$ cat config.mk
export PLATFORM = sky130hd
export DESIGN_NAME = sqrtAccel
export DESIGN_NICKNAME = d
export VERILOG_FILES = /design/src/common/sqrtPkg.sv /design/src/common/axiLitePkg.sv /design/src/sqrtCore/sqrtStage.sv /design/src/sqrtCore/sqrtPipeline.sv /design/src/hw/sqrtRegs.sv /design/src/hw/sqrtAccel.sv
export SDC_FILE = /design/constraint.sdc
export NUM_CORES = 2
export LEC_CHECK = 0
export BUFFER_PORTS_ARGS = -buffer_cell sky130_fd_sc_hd__buf_2
export CAP_MARGIN = 20
export CELL_PAD_IN_SITES_DETAIL_PLACEMENT = 1
export CELL_PAD_IN_SITES_GLOBAL_PLACEMENT = 1
export CORE_ASPECT_RATIO = 0.7
export CORE_MARGIN = 2
export CORE_UTILIZATION = 46
export DETAILED_ROUTE_END_ITERATION = 16
export PLACE_DENSITY = 0.76
export SYNTH_ARGS = -nofsm -noshare
export SYNTH_HDL_FRONTEND = slang
export SYNTH_SLANG_ARGS = --single-unit
$ cat constraint.sdc
create_clock -name clock -period 3.9 [get_ports clock]
set_input_delay 0.975 -clock clock [delete_from_list [all_inputs] [get_ports clock]]
set_output_delay 0.975 -clock clock [all_outputs]
set_load 0.01 [all_outputs]
$ cat src/common/sqrtPkg.sv
package sqrtPkg;

	// Operand and result widths
	localparam int radicandWidth = 64;
	localparam int rootWidth = 32;
	localparam int remWidth = 33;

	// One root bit per stage, one register per stage
	localparam int sqrtLatency = rootWidth;

	// Partial remainder carries a sign bit above the final remainder
	localparam int partRemWidth = remWidth + 1;
	// Room for the two radicand bits shifted in below the remainder
	localparam int trialWidth = partRemWidth + 2;

	// Operation tag and the shadow index taken from it
	localparam int tagWidth = 32;
	localparam int shadowIdxWidth = $clog2(sqrtLatency);
	// Wide enough for root squared plus remainder
	localparam int checkWidth = radicandWidth + 2;

	// Completion counter and command/status word
	localparam int countWidth = 8;
	localparam int cmdStatWidth = 32;

	// State handed from one stage to the next
	typedef struct packed {
		logic                           valid;
		logic [radicandWidth-1:0]       radicand;
		logic signed [partRemWidth-1:0] rem;
		logic [rootWidth-1:0]           root;
		logic [tagWidth-1:0]            tag;
	} sqrtStageT;

	// Command view, as written by the host
	typedef struct packed {
		logic [cmdStatWidth-3:0] reserved;
		logic                    clearCount;
		logic                    start;
	} sqrtCmdT;

	// Status view, as read by the host
	typedef struct packed {
		logic [15:0]           reservedHigh;
		logic [countWidth-1:0] count;
		logic [4:0]            reservedLow;
		logic                  remMsb;
		logic                  done;
		logic                  busy;
	} sqrtStatT;

	// Same address, decoded by direction
	typedef union packed {
		sqrtCmdT  cmd;
		sqrtStatT stat;
	} sqrtCmdStatT;

endpackage

$ cat src/common/axiLitePkg.sv
package axiLitePkg;

	// Bus widths
	localparam int axiAddrWidth = 8;
	localparam int axiDataWidth = 32;

	// Response codes
	localparam logic [1:0] respOkay = 2'd0;
	localparam logic [1:0] respSlvErr = 2'd2;

	// Register map, byte addresses
	localparam logic [axiAddrWidth-1:0] addrOpLow = 8'h00;
	localparam logic [axiAddrWidth-1:0] addrOpHigh = 8'h04;
	localparam logic [axiAddrWidth-1:0] addrCmdStat = 8'h08;
	localparam logic [axiAddrWidth-1:0] addrRoot = 8'h0C;
	localparam logic [axiAddrWidth-1:0] addrRem = 8'h10;

	// Manager to subordinate
	typedef struct packed {
		// Write address
		logic                    awvalid;
		logic [axiAddrWidth-1:0] awaddr;
		// Write data
		logic                    wvalid;
		logic [axiDataWidth-1:0] wdata;
		// Write response
		logic                    bready;
		// Read address
		logic                    arvalid;
		logic [axiAddrWidth-1:0] araddr;
		// Read data
		logic                    rready;
	} axiLiteReqT;

	// Subordinate to manager
	typedef struct packed {
		logic                    awready;
		logic                    wready;
		logic                    bvalid;
		logic [1:0]              bresp;
		logic                    arready;
		logic                    rvalid;
		logic [axiDataWidth-1:0] rdata;
		logic [1:0]              rresp;
	} axiLiteRspT;

endpackage

$ cat src/sqrtCore/sqrtStage.sv
`timescale 1ns/1ns

module sqrtStage
	import sqrtPkg::*;
(
	input  logic      clock,
	input  logic      rstN,
	input  sqrtStageT stageIn,
	output sqrtStageT stageOut
);

	// Remainder with the next two radicand bits appended
	logic signed [trialWidth-1:0] shifted;
	// Trial value built from the partial root
	logic signed [trialWidth-1:0] trial;
	logic signed [trialWidth-1:0] nextRem;
	logic [rootWidth-1:0]         nextRoot;

	always_comb begin
		// Shift in the top radicand pair, sign stays on top
		shifted = {stageIn.rem, stageIn.radicand[radicandWidth-1 -: 2]};

		// Non-restoring step, sign of the old remainder picks the operation
		if (stageIn.rem[partRemWidth-1]) begin
			// Negative: add 4Q+3
			trial = {2'b00, stageIn.root, 2'b11};
			nextRem = shifted + trial;
		end else begin
			// Non-negative: subtract 4Q+1
			trial = {2'b00, stageIn.root, 2'b01};
			nextRem = shifted - trial;
		end

		// New root bit is the inverted sign of the result
		nextRoot = {stageIn.root[rootWidth-2:0], ~nextRem[trialWidth-1]};
	end

	always_ff @(posedge clock) begin
		// Consumed pair drops off the top
		stageOut.radicand <= stageIn.radicand << 2;
		// Bounded by twice the root, fits the narrower field
		stageOut.rem <= nextRem[partRemWidth-1:0];
		stageOut.root <= nextRoot;
		stageOut.tag <= stageIn.tag;

		if (!rstN) begin
			stageOut.valid <= 1'b0;
		end else begin
			stageOut.valid <= stageIn.valid;
		end
	end

endmodule

$ cat src/sqrtCore/sqrtPipeline.sv
`timescale 1ns/1ns

module sqrtPipeline
	import sqrtPkg::*;
(
	input  logic      clock,
	input  logic      rstN,
	input  sqrtStageT launch,
	output sqrtStageT result,
	output logic      busy
);

	// Entry 0 is the launch, entry k the output of stage k-1
	sqrtStageT chain [0:rootWidth];

	// Last stage remainder before and after correction
	logic signed [partRemWidth-1:0] lastRem;
	logic signed [partRemWidth-1:0] corrRem;
	logic [remWidth-1:0]            fixedRem;

	// Original radicands kept for the result check
	logic [radicandWidth-1:0] shadowRad [sqrtLatency];
	logic [checkWidth-1:0]    checkSum;
	logic [checkWidth-1:0]    checkRef;

	assign chain[0] = launch;

	for (genvar i = 0; i < rootWidth; i++) begin : gStage
		sqrtStage stage_i (
			.clock    (clock),
			.rstN     (rstN),
			.stageIn  (chain[i]),
			.stageOut (chain[i+1])
		);
	end

	always_comb begin
		lastRem = chain[rootWidth].rem;
		// Restoring step for a negative remainder: add 2Q+1
		corrRem = lastRem + $signed({1'b0, chain[rootWidth].root, 1'b1});
		if (lastRem[partRemWidth-1]) begin
			fixedRem = corrRem[remWidth-1:0];
		end else begin
			fixedRem = lastRem[remWidth-1:0];
		end

		result = chain[rootWidth];
		result.rem = $signed({1'b0, fixedRem});
	end

	// Anything in the launch register or any stage counts as in flight
	always_comb begin
		busy = 1'b0;
		for (int k = 0; k <= rootWidth; k++) begin
			busy = busy | chain[k].valid;
		end
	end

	// At most sqrtLatency ops in flight, so the low tag bits never collide
	always_ff @(posedge clock) begin
		if (launch.valid) begin
			shadowRad[launch.tag[shadowIdxWidth-1:0]] <= launch.radicand;
		end
	end

	always_comb begin
		checkSum = checkWidth'(result.root) * checkWidth'(result.root) + checkWidth'(fixedRem);
		checkRef = checkWidth'(shadowRad[result.tag[shadowIdxWidth-1:0]]);
	end

	// Root and remainder rebuild the radicand launched 32 cycles earlier
	aRootExact: assert property (@(posedge clock) disable iff (!rstN)
		result.valid |-> checkSum == checkRef)
		else $error("Root squared plus remainder differs from radicand");

	// Otherwise the root would be one too small
	aRemBound: assert property (@(posedge clock) disable iff (!rstN)
		result.valid |-> fixedRem <= {result.root, 1'b0})
		else $error("Remainder exceeds twice the root");

endmodule

$ cat src/hw/sqrtRegs.sv
`timescale 1ns/1ns

module sqrtRegs
	import sqrtPkg::*, axiLitePkg::*;
(
	input  logic       clock,
	input  logic       rstN,
	input  axiLiteReqT bus,
	output axiLiteRspT busRsp,
	output sqrtStageT  launch,
	input  sqrtStageT  result,
	input  logic       busy
);

	// Write channel
	logic       awreadyQ;
	logic       bvalidQ;
	logic [1:0] brespQ;
	logic       wrFire;
	logic       wrOk;

	// Read channel
	logic                    arreadyQ;
	logic                    rvalidQ;
	logic [axiDataWidth-1:0] rdataQ;
	logic [1:0]              rrespQ;
	logic                    rdFire;
	logic                    rdOk;
	logic [axiDataWidth-1:0] rdMux;

	// Host-visible registers
	logic [axiDataWidth-1:0] opLow;
	logic [axiDataWidth-1:0] opHigh;
	logic [rootWidth-1:0]    rootReg;
	logic [remWidth-1:0]     remReg;
	logic                    doneQ;
	logic [countWidth-1:0]   countQ;

	// Command decode and status build
	sqrtCmdStatT cmdWord;
	sqrtCmdStatT statWord;
	logic        cmdHit;
	logic        startFire;
	logic        clearFire;

	// Launch register
	logic                     launchValid;
	logic [radicandWidth-1:0] launchRad;
	logic [tagWidth-1:0]      launchTag;
	logic [tagWidth-1:0]      tagQ;

	// Both channels handshake in the cycle ready is high
	assign wrFire = awreadyQ && bus.awvalid && bus.wvalid;
	assign rdFire = arreadyQ && bus.arvalid;

	assign cmdWord = bus.wdata;
	assign cmdHit = wrFire && (bus.awaddr == addrCmdStat);
	assign startFire = cmdHit && cmdWord.cmd.start;
	assign clearFire = cmdHit && cmdWord.cmd.clearCount;

	// Root and remainder are read only
	always_comb begin
		case (bus.awaddr)
			addrOpLow, addrOpHigh, addrCmdStat: wrOk = 1'b1;
			default: wrOk = 1'b0;
		endcase
	end

	always_comb begin
		statWord = '0;
		statWord.stat.busy = busy;
		statWord.stat.done = doneQ;
		// Bit 32 of the remainder does not fit the data word
		statWord.stat.remMsb = remReg[remWidth-1];
		statWord.stat.count = countQ;
	end

	always_comb begin
		rdOk = 1'b1;
		case (bus.araddr)
			addrOpLow: rdMux = opLow;
			addrOpHigh: rdMux = opHigh;
			addrCmdStat: rdMux = statWord;
			addrRoot: rdMux = rootReg;
			addrRem: rdMux = remReg[axiDataWidth-1:0];
			default: begin
				rdMux = '0;
				rdOk = 1'b0;
			end
		endcase
	end

	// Ready pulses once per request, blocked while a response waits
	always_ff @(posedge clock) begin
		if (!rstN) begin
			awreadyQ <= 1'b0;
			bvalidQ <= 1'b0;
			arreadyQ <= 1'b0;
			rvalidQ <= 1'b0;
		end else begin
			awreadyQ <= bus.awvalid && bus.wvalid && !bvalidQ && !awreadyQ;
			if (wrFire) begin
				bvalidQ <= 1'b1;
			end else if (bus.bready) begin
				bvalidQ <= 1'b0;
			end

			arreadyQ <= bus.arvalid && !rvalidQ && !arreadyQ;
			if (rdFire) begin
				rvalidQ <= 1'b1;
			end else if (bus.rready) begin
				rvalidQ <= 1'b0;
			end
		end
	end

	// Response payload, held until the next handshake
	always_ff @(posedge clock) begin
		if (wrFire) begin
			brespQ <= wrOk ? respOkay : respSlvErr;
		end
		if (rdFire) begin
			rdataQ <= rdMux;
			rrespQ <= rdOk ? respOkay : respSlvErr;
		end
	end

	always_ff @(posedge clock) begin
		if (!rstN) begin
			opLow <= '0;
			opHigh <= '0;
			rootReg <= '0;
			remReg <= '0;
			doneQ <= 1'b0;
			countQ <= '0;
			tagQ <= '0;
			launchValid <= 1'b0;
		end else begin
			if (wrFire && (bus.awaddr == addrOpLow)) begin
				opLow <= bus.wdata;
			end
			if (wrFire && (bus.awaddr == addrOpHigh)) begin
				opHigh <= bus.wdata;
			end

			// Start launches even when clear comes with it
			launchValid <= startFire;
			if (startFire) begin
				tagQ <= tagQ + 1'b1;
			end

			// Last completion wins
			if (result.valid) begin
				rootReg <= result.root;
				remReg <= result.rem[remWidth-1:0];
			end

			// Clear first, so a completion in the same cycle still counts
			doneQ <= (doneQ && !clearFire) || result.valid;
			countQ <= (clearFire ? '0 : countQ) + countWidth'(result.valid);
		end
	end

	always_ff @(posedge clock) begin
		if (startFire) begin
			launchRad <= {opHigh, opLow};
			launchTag <= tagQ;
		end
	end

	always_comb begin
		launch.valid = launchValid;
		launch.radicand = launchRad;
		launch.rem = '0;
		launch.root = '0;
		launch.tag = launchTag;
	end

	always_comb begin
		busRsp.awready = awreadyQ;
		busRsp.wready = awreadyQ;
		busRsp.bvalid = bvalidQ;
		busRsp.bresp = brespQ;
		busRsp.arready = arreadyQ;
		busRsp.rvalid = rvalidQ;
		busRsp.rdata = rdataQ;
		busRsp.rresp = rrespQ;
	end

	// Responses hold until the manager takes them
	aBHold: assert property (@(posedge clock) disable iff (!rstN)
		bvalidQ && !bus.bready |=> bvalidQ && $stable(brespQ))
		else $error("Write response changed before bready");

	aRHold: assert property (@(posedge clock) disable iff (!rstN)
		rvalidQ && !bus.rready |=> rvalidQ && $stable(rdataQ) && $stable(rrespQ))
		else $error("Read data changed before rready");

endmodule

$ cat src/hw/sqrtAccel.sv
`timescale 1ns/1ns

module sqrtAccel
	import sqrtPkg::*, axiLitePkg::*;
(
	input  logic       clock,
	input  logic       rstN,
	input  axiLiteReqT bus,
	output axiLiteRspT busRsp
);

	// Register block to pipeline
	sqrtStageT launch;
	// Pipeline back to register block
	sqrtStageT result;
	logic      busy;

	// Bus slave, operand and result registers
	sqrtRegs regs_i (
		.clock  (clock),
		.rstN   (rstN),
		.bus    (bus),
		.busRsp (busRsp),
		.launch (launch),
		.result (result),
		.busy   (busy)
	);

	// 32 stages, one op per cycle
	sqrtPipeline pipe_i (
		.clock  (clock),
		.rstN   (rstN),
		.launch (launch),
		.result (result),
		.busy   (busy)
	);

endmodule

### Word-level counts from Yosys, hierarchy flattened

Index checks and enable logic that the tools add are counted.

| operators by class | value |
|---|---|
| reductions and logical operators | 26 |
| $add $sub $neg | 65 |
| eq/ne operators | 6 |
| bitwise logic cells | 64 |
| muxes and demuxes | 42 |

Operator list:

| kind | number |
|---|---|
| 36-bit 2-to-1 mux | 31 |
| 32-bit one-hot mux with 5 select lines | 1 |
| 36-bit by 10-bit adder with 36-bit output | 1 |
| 36-bit by 11-bit adder with 36-bit output | 1 |
| 36-bit by 12-bit adder with 36-bit output | 1 |
| 36-bit by 13-bit adder with 36-bit output | 1 |
| 36-bit by 14-bit adder with 36-bit output | 1 |
| 36-bit by 15-bit adder with 36-bit output | 1 |
| 36-bit by 16-bit adder with 36-bit output | 1 |
| 36-bit by 17-bit adder with 36-bit output | 1 |
| 36-bit by 18-bit adder with 36-bit output | 1 |
| 36-bit by 19-bit adder with 36-bit output | 1 |
| 36-bit by 20-bit adder with 36-bit output | 1 |
| 36-bit by 21-bit adder with 36-bit output | 1 |
| 36-bit by 22-bit adder with 36-bit output | 1 |
| 36-bit by 23-bit adder with 36-bit output | 1 |
| 36-bit by 24-bit adder with 36-bit output | 1 |
| 36-bit by 25-bit adder with 36-bit output | 1 |
| 36-bit by 26-bit adder with 36-bit output | 1 |
| 36-bit by 27-bit adder with 36-bit output | 1 |
| 36-bit by 28-bit adder with 36-bit output | 1 |
| 36-bit by 29-bit adder with 36-bit output | 1 |
| 36-bit by 30-bit adder with 36-bit output | 1 |
| 36-bit by 31-bit adder with 36-bit output | 1 |
| 59 further kinds | 149 |

| storage, ports and cells | value |
|---|---|
| bits in registers | 2852 |
| logic and storage cells | 345 |
| output and inout bits | 41 |
| input port bits | 55 |

### Logic depth before layout (Yosys ltp)

| logic depth | value |
|---|---|
| depth in word-level cells | 33 |
| gate-level depth with buffers | 16 |
| mapped depth without buffers | 13 |

### Cells and area by module

Synthesis repeated with hierarchy kept, for this count alone.

| unflattened totals | value |
|---|---|
| cells, all modules | 16543 |
| area total of the unflattened synthesis | 188439.5 um2 |

Modules (own cells, without submodules):

| module | cells an instance | seq. area each (um2) | area an instance (um2) | instances |
|---|---|---|---|---|
| sqrtStage (pipe_i.gStage[10].stage_i ...) | 473 | 3223.1 | 5432.7 | 24 |
| sqrtStage (pipe_i.gStage[0].stage_i ...) | 476 | 3223.1 | 5426.5 | 6 |
| sqrtRegs | 1080 | 7407.1 | 12420.7 | 1 |
| sqrtStage (pipe_i.gStage[4].stage_i) | 481 | 3223.1 | 5427.7 | 1 |
| sqrtStage (pipe_i.gStage[1].stage_i) | 475 | 3223.1 | 5396.4 | 1 |
| sqrtPipeline | 299 | 0.0 | 2250.9 | 1 |

### Worst setup path before layout

OpenSTA, ideal clock, no wires.

| timing path | value |
|---|---|
| kind | register to register |
| start | register pipe_i.gStage[27].stage_i.stageOut[97] (netlist bit) |
| end | register pipe_i.gStage[28].stage_i.stageOut[96] (netlist bit) |
| clock period less this slack | 3.803 ns |
| library setup time | 0.123 ns |
| cell stages (with the launch flop) | 16 |
| path buffers | 2 |
| data arrival time | 3.679 ns |
| path slack | 0.097 ns |
| required time | 3.777 ns |
| cells stage by stage | dfxtp_1 clkbuf_1 buf_1 xnor2_1 ha_1 nor2b_1 o21ai_0 a21boi_1 o41ai_1 a21boi_1 a221o_1 a41oi_2 o21ai_0 a21oi_1 a21oi_1 xor2_1 |

| between the ends | value |
|---|---|
| cells in the longest elaborated chain, start to end | 1 |

Ends and longest elaborated chain:

| item | line | RTL |
|---|---|---|
| from (decl) | sqrtStage.sv:9 | `output sqrtStageT stageOut` |
| 36-bit 2-to-1 mux | sqrtStage.sv:24 | `if (stageIn.rem[partRemWidth-1]) begin` |
| via pipe_i.gStage[28].stage_i.nextRem[32] | sqrtStage.sv:16 | `logic signed [trialWidth-1:0] nextRem;` |
| to (decl) | sqrtStage.sv:9 |  |

The timed path passes the listed nets, and every way through them passes these cells.
A chain may end at the register's enable or synchronous reset.

### Final worst setup path

| timing path | value |
|---|---|
| start | register pipe_i.gStage[20].stage_i.stageOut[32] (netlist bit) |
| end | register pipe_i.gStage[21].stage_i.stageOut[32] (netlist bit) |

| between the ends | value |
|---|---|
| cells in the longest elaborated chain, start to end | 3 |
| elaborated cells on any way between the ends | 4 |
| those cells by class | add/sub (2); mux (1); bitwise (1) |

Ends and longest elaborated chain:

| item | line | RTL |
|---|---|---|
| from (decl) | sqrtStage.sv:9 |  |
| 36-bit by 24-bit subtractor with 36-bit output or 36-bit by 24-bit adder with 36-bit output (tied branches) | sqrtStage.sv:31, sqrtStage.sv:27 |  |
| 36-bit 2-to-1 mux (*) | sqrtStage.sv:24 |  |
| 1-bit inverter (*) | sqrtStage.sv:35 | `nextRoot = {stageIn.root[rootWidth-2:0], ~nextRem[trialWidth-1]};` |
| via pipe_i.gStage[21].stage_i.nextRoot[0] | sqrtStage.sv:17 | `logic [rootWidth-1:0] nextRoot;` |
| to (decl) | sqrtStage.sv:9 |  |

The timed path passes the listed nets; every way through them passes the cells marked *.

==> flow_summary.ini <==
[die]
core_um2 = 239000
num_rows = 150
die_height_um = 415
pin_count = 96
die_x_um = 591
dieArea_um2 = 245000
initial_core_util_pct = 46.3

[final_layout]
drive_above_1_share_pct = 7.80
fin_nets = 11700
final_core_util_pct = 52.5
area_growth_pct = 13.2
postLayoutCellArea_um2 = 125000
finalNonFillerCells = 14100

[logic_synthesis]
yosys-top-cells-area = dfxtp_1 49%, ha_1 11%, xnor2_1 8.5%
yosysSeqAreaShare_pct = 51.5
synth_top_area_cell = dfxtp_1
synth.distinct_cells = 105
yosysMostFrequentCell = dfxtp_1
synthFlopType = dfxtp_1
synthTopCellsByCount = 2703 x dfxtp_1, 1076 x xnor2_1, 1011 x ha_1
synth_top_area_share_pct = 48.8
ys_seq_elements = 2801
synth-edff-count = 98
syn_inst = 10300
syn_area_um2 = 111000
syn_area_per_cell_um2 = 10.8
synthArstFlopShare_pct = 0
ys_warn_count = 0

[grt]
grt_pass1_wl_um = 448000
overflow = 0
antenna_found_initial = 18
first_global_vias = 80000
grt_max_degree = 95
track_usage_pct = 22.6

[sta]
rsz0062_at_grt = yes
setup_violations = 0
clock-skew-final_ns = 0.0624
slew_viol_final = 0
slew_headroom_pct = 23.6
hold_viol_final = 0
fin_crit_ns = 3.83
worst_pin_slew_ns = 1.15
finalCritPeriodShare_pct = 98.1
hold_slack_ns = 0.297
fmax_mhz = 261

[drt]
via_per_inst = 5.35
ant_nets = 0
num_vias = 75300
drc = 0
routed_wl_um = 281000
routedWlPerCell_um = 20.0
drt_iter0_markers = 4382
first_pass_iters = 6

[setup_path]
endpoint_kind = flip-flop
worstPathRequired_ns = 4.54
start_kind = flip-flop
rr_startpoint = pipe_i.gStage[20].stage_i.stageOut[32]
r2r_end = pipe_i.gStage[21].stage_i.stageOut[32]
r2r_setup_slack_ns = 0.07
crit_type = reg2reg
r2r_cells = 11
cp.arrival_ns = 4.47
critPathMaxFanout = 3

[clocking]
cts.path.max_buffers = 4
numCtsBuffers = 276
clock_latency_ns = 0.88
cts_htree_levels = 5
cts_sinks = 2801
tritoncts = done
holdBufCountCts = 0
clk_pin_slew_ns = 0.07
root_buffer = clkbuf_16
postCtsSetupBuffers = 0

[worst_hold_path]
whs_endpoint = pipe_i.gStage[8].stage_i.stageOut[141]
hold_path.startpoint = pipe_i.gStage[7].stage_i.stageOut[139]
min_path_type = reg2reg
min_path_cells = 0

[outcome]
status = complete, no violations

[place]
place_area_um2 = 116000
place_congestion = 0.896
portBuffers = 93
dp.final_hpwl_um = 205000
place_inst = 13600

[run]
maxCapViolCount = 0
## timing repair
action / CTS / global route
setup endpoints to repair: 12 / 53
pin swaps: 0 / 0
gates resized for setup: 9 / 53
## stage by stage
stage	TNS (ns)	setup slack, ns
finish	0	0.0737
global route	-0.0596	-0.0559
CTS	0	0.00141
detailed placement	-0.581	-0.219
global placement	-0.595	-0.245
floorplan	0	0.0974
## layout by cell type (no fill, tap or decap), drive strengths merged, types with 263 or more instances in the layout
cell type  count
inv          344
clkbuf       395
xor2         285
nor2         543
a21oi        812
o21ai        462
buf          263
a21o         448
ha          1011
xnor2       1076
dfxtp       2703
nand2        523
## how the worst max path moves through the flow
stage | startpoint | end | slack [ns] | cells after the start
final | pipe_i.gStage[20].stage_i.stageOut[32] | pipe_i.gStage[21].stage_i.stageOut[32] | 0.07 | 11
after global routing | pipe_i.gStage[23].stage_i.stageOut[97] | pipe_i.gStage[24].stage_i.stageOut[32] | -0.06 | 14
after detailed placement | pipe_i.gStage[23].stage_i.stageOut[97] | pipe_i.gStage[24].stage_i.stageOut[32] | -0.22 | 14
after CTS | pipe_i.gStage[17].stage_i.stageOut[97] | pipe_i.gStage[18].stage_i.stageOut[97] | 0.001 | 14
after floorplan | pipe_i.gStage[27].stage_i.stageOut[97] | pipe_i.gStage[28].stage_i.stageOut[96] | 0.1 | 15
after global placement | pipe_i.gStage[29].stage_i.stageOut[97] | pipe_i.gStage[30].stage_i.stageOut[32] | -0.24 | 11
## routing by layer
metal  global-route usage (%)  wire, um  vias up
met1                     32.7    140000    36700
met5                        0        27        -
li1                         -         -    36900
met2                     35.5    123000     1254
met4                     5.59      6920        4
met3                     2.78     10700      418
## state kept, by name, indices dropped and copies added, names as in the netlist
name / flops
pipe_i.gStage.stage_i.stageOut: 2560
regs_i.launchRad: 64
regs_i.remReg: 33
regs_i.opHigh: 32
regs_i.opLow: 32
regs_i.rdataQ: 32
regs_i.rootReg: 32
regs_i.countQ: 8
regs_i.arreadyQ: 1
regs_i.awreadyQ: 1
regs_i.brespQ: 1
regs_i.bvalidQ: 1
regs_i.doneQ: 1
regs_i.launchValid: 1
regs_i.rrespQ: 1
regs_i.rvalidQ: 1
## final cells by class
class	instances	area, um2
timing repair buffer	263	1930
multi-input combinational	6998	52100
sequential	2801	57100
antenna	2	5.00
clock inverter	86	971
clock buffer	395	8120
fill	25500	114000
inverter	338	1270
tap	3192	3990
## kinds of logic (layout without fill, tap and decap cells)
logic type,count (synthesis),after routing,share of synthesized area [%]
buffers and inverters,501,1082,1.72
multiplexers,88,88,0.798
AO/OA/AOI/OAI,2631,2631,15.6
AND/OR/NAND/NOR,1903,1903,8.19
flip-flops,2801,2801,51.5
XOR/XNOR,1361,1361,10.8
other,1,4,0.00338
adder cells (fa/ha/maj),1013,1013,11.5
## critical path, cell delays in order, from the launching register on
cell and delay [ns]:
dfxtp_1 0.56, xnor2_1 0.16, ha_1 0.35, o21a_1 0.17, o21ai_1 0.09, a21oi_1 0.33, o21a_1 0.30, o21ai_0 0.17
o21ai_1 0.34, a41o_1 0.30, o211ai_1 0.17, a21oi_1 0.68
Power is left out: the tool's default activity adds up to more than one toggle a clock period on the data nets, which glitch-free logic cannot reach.
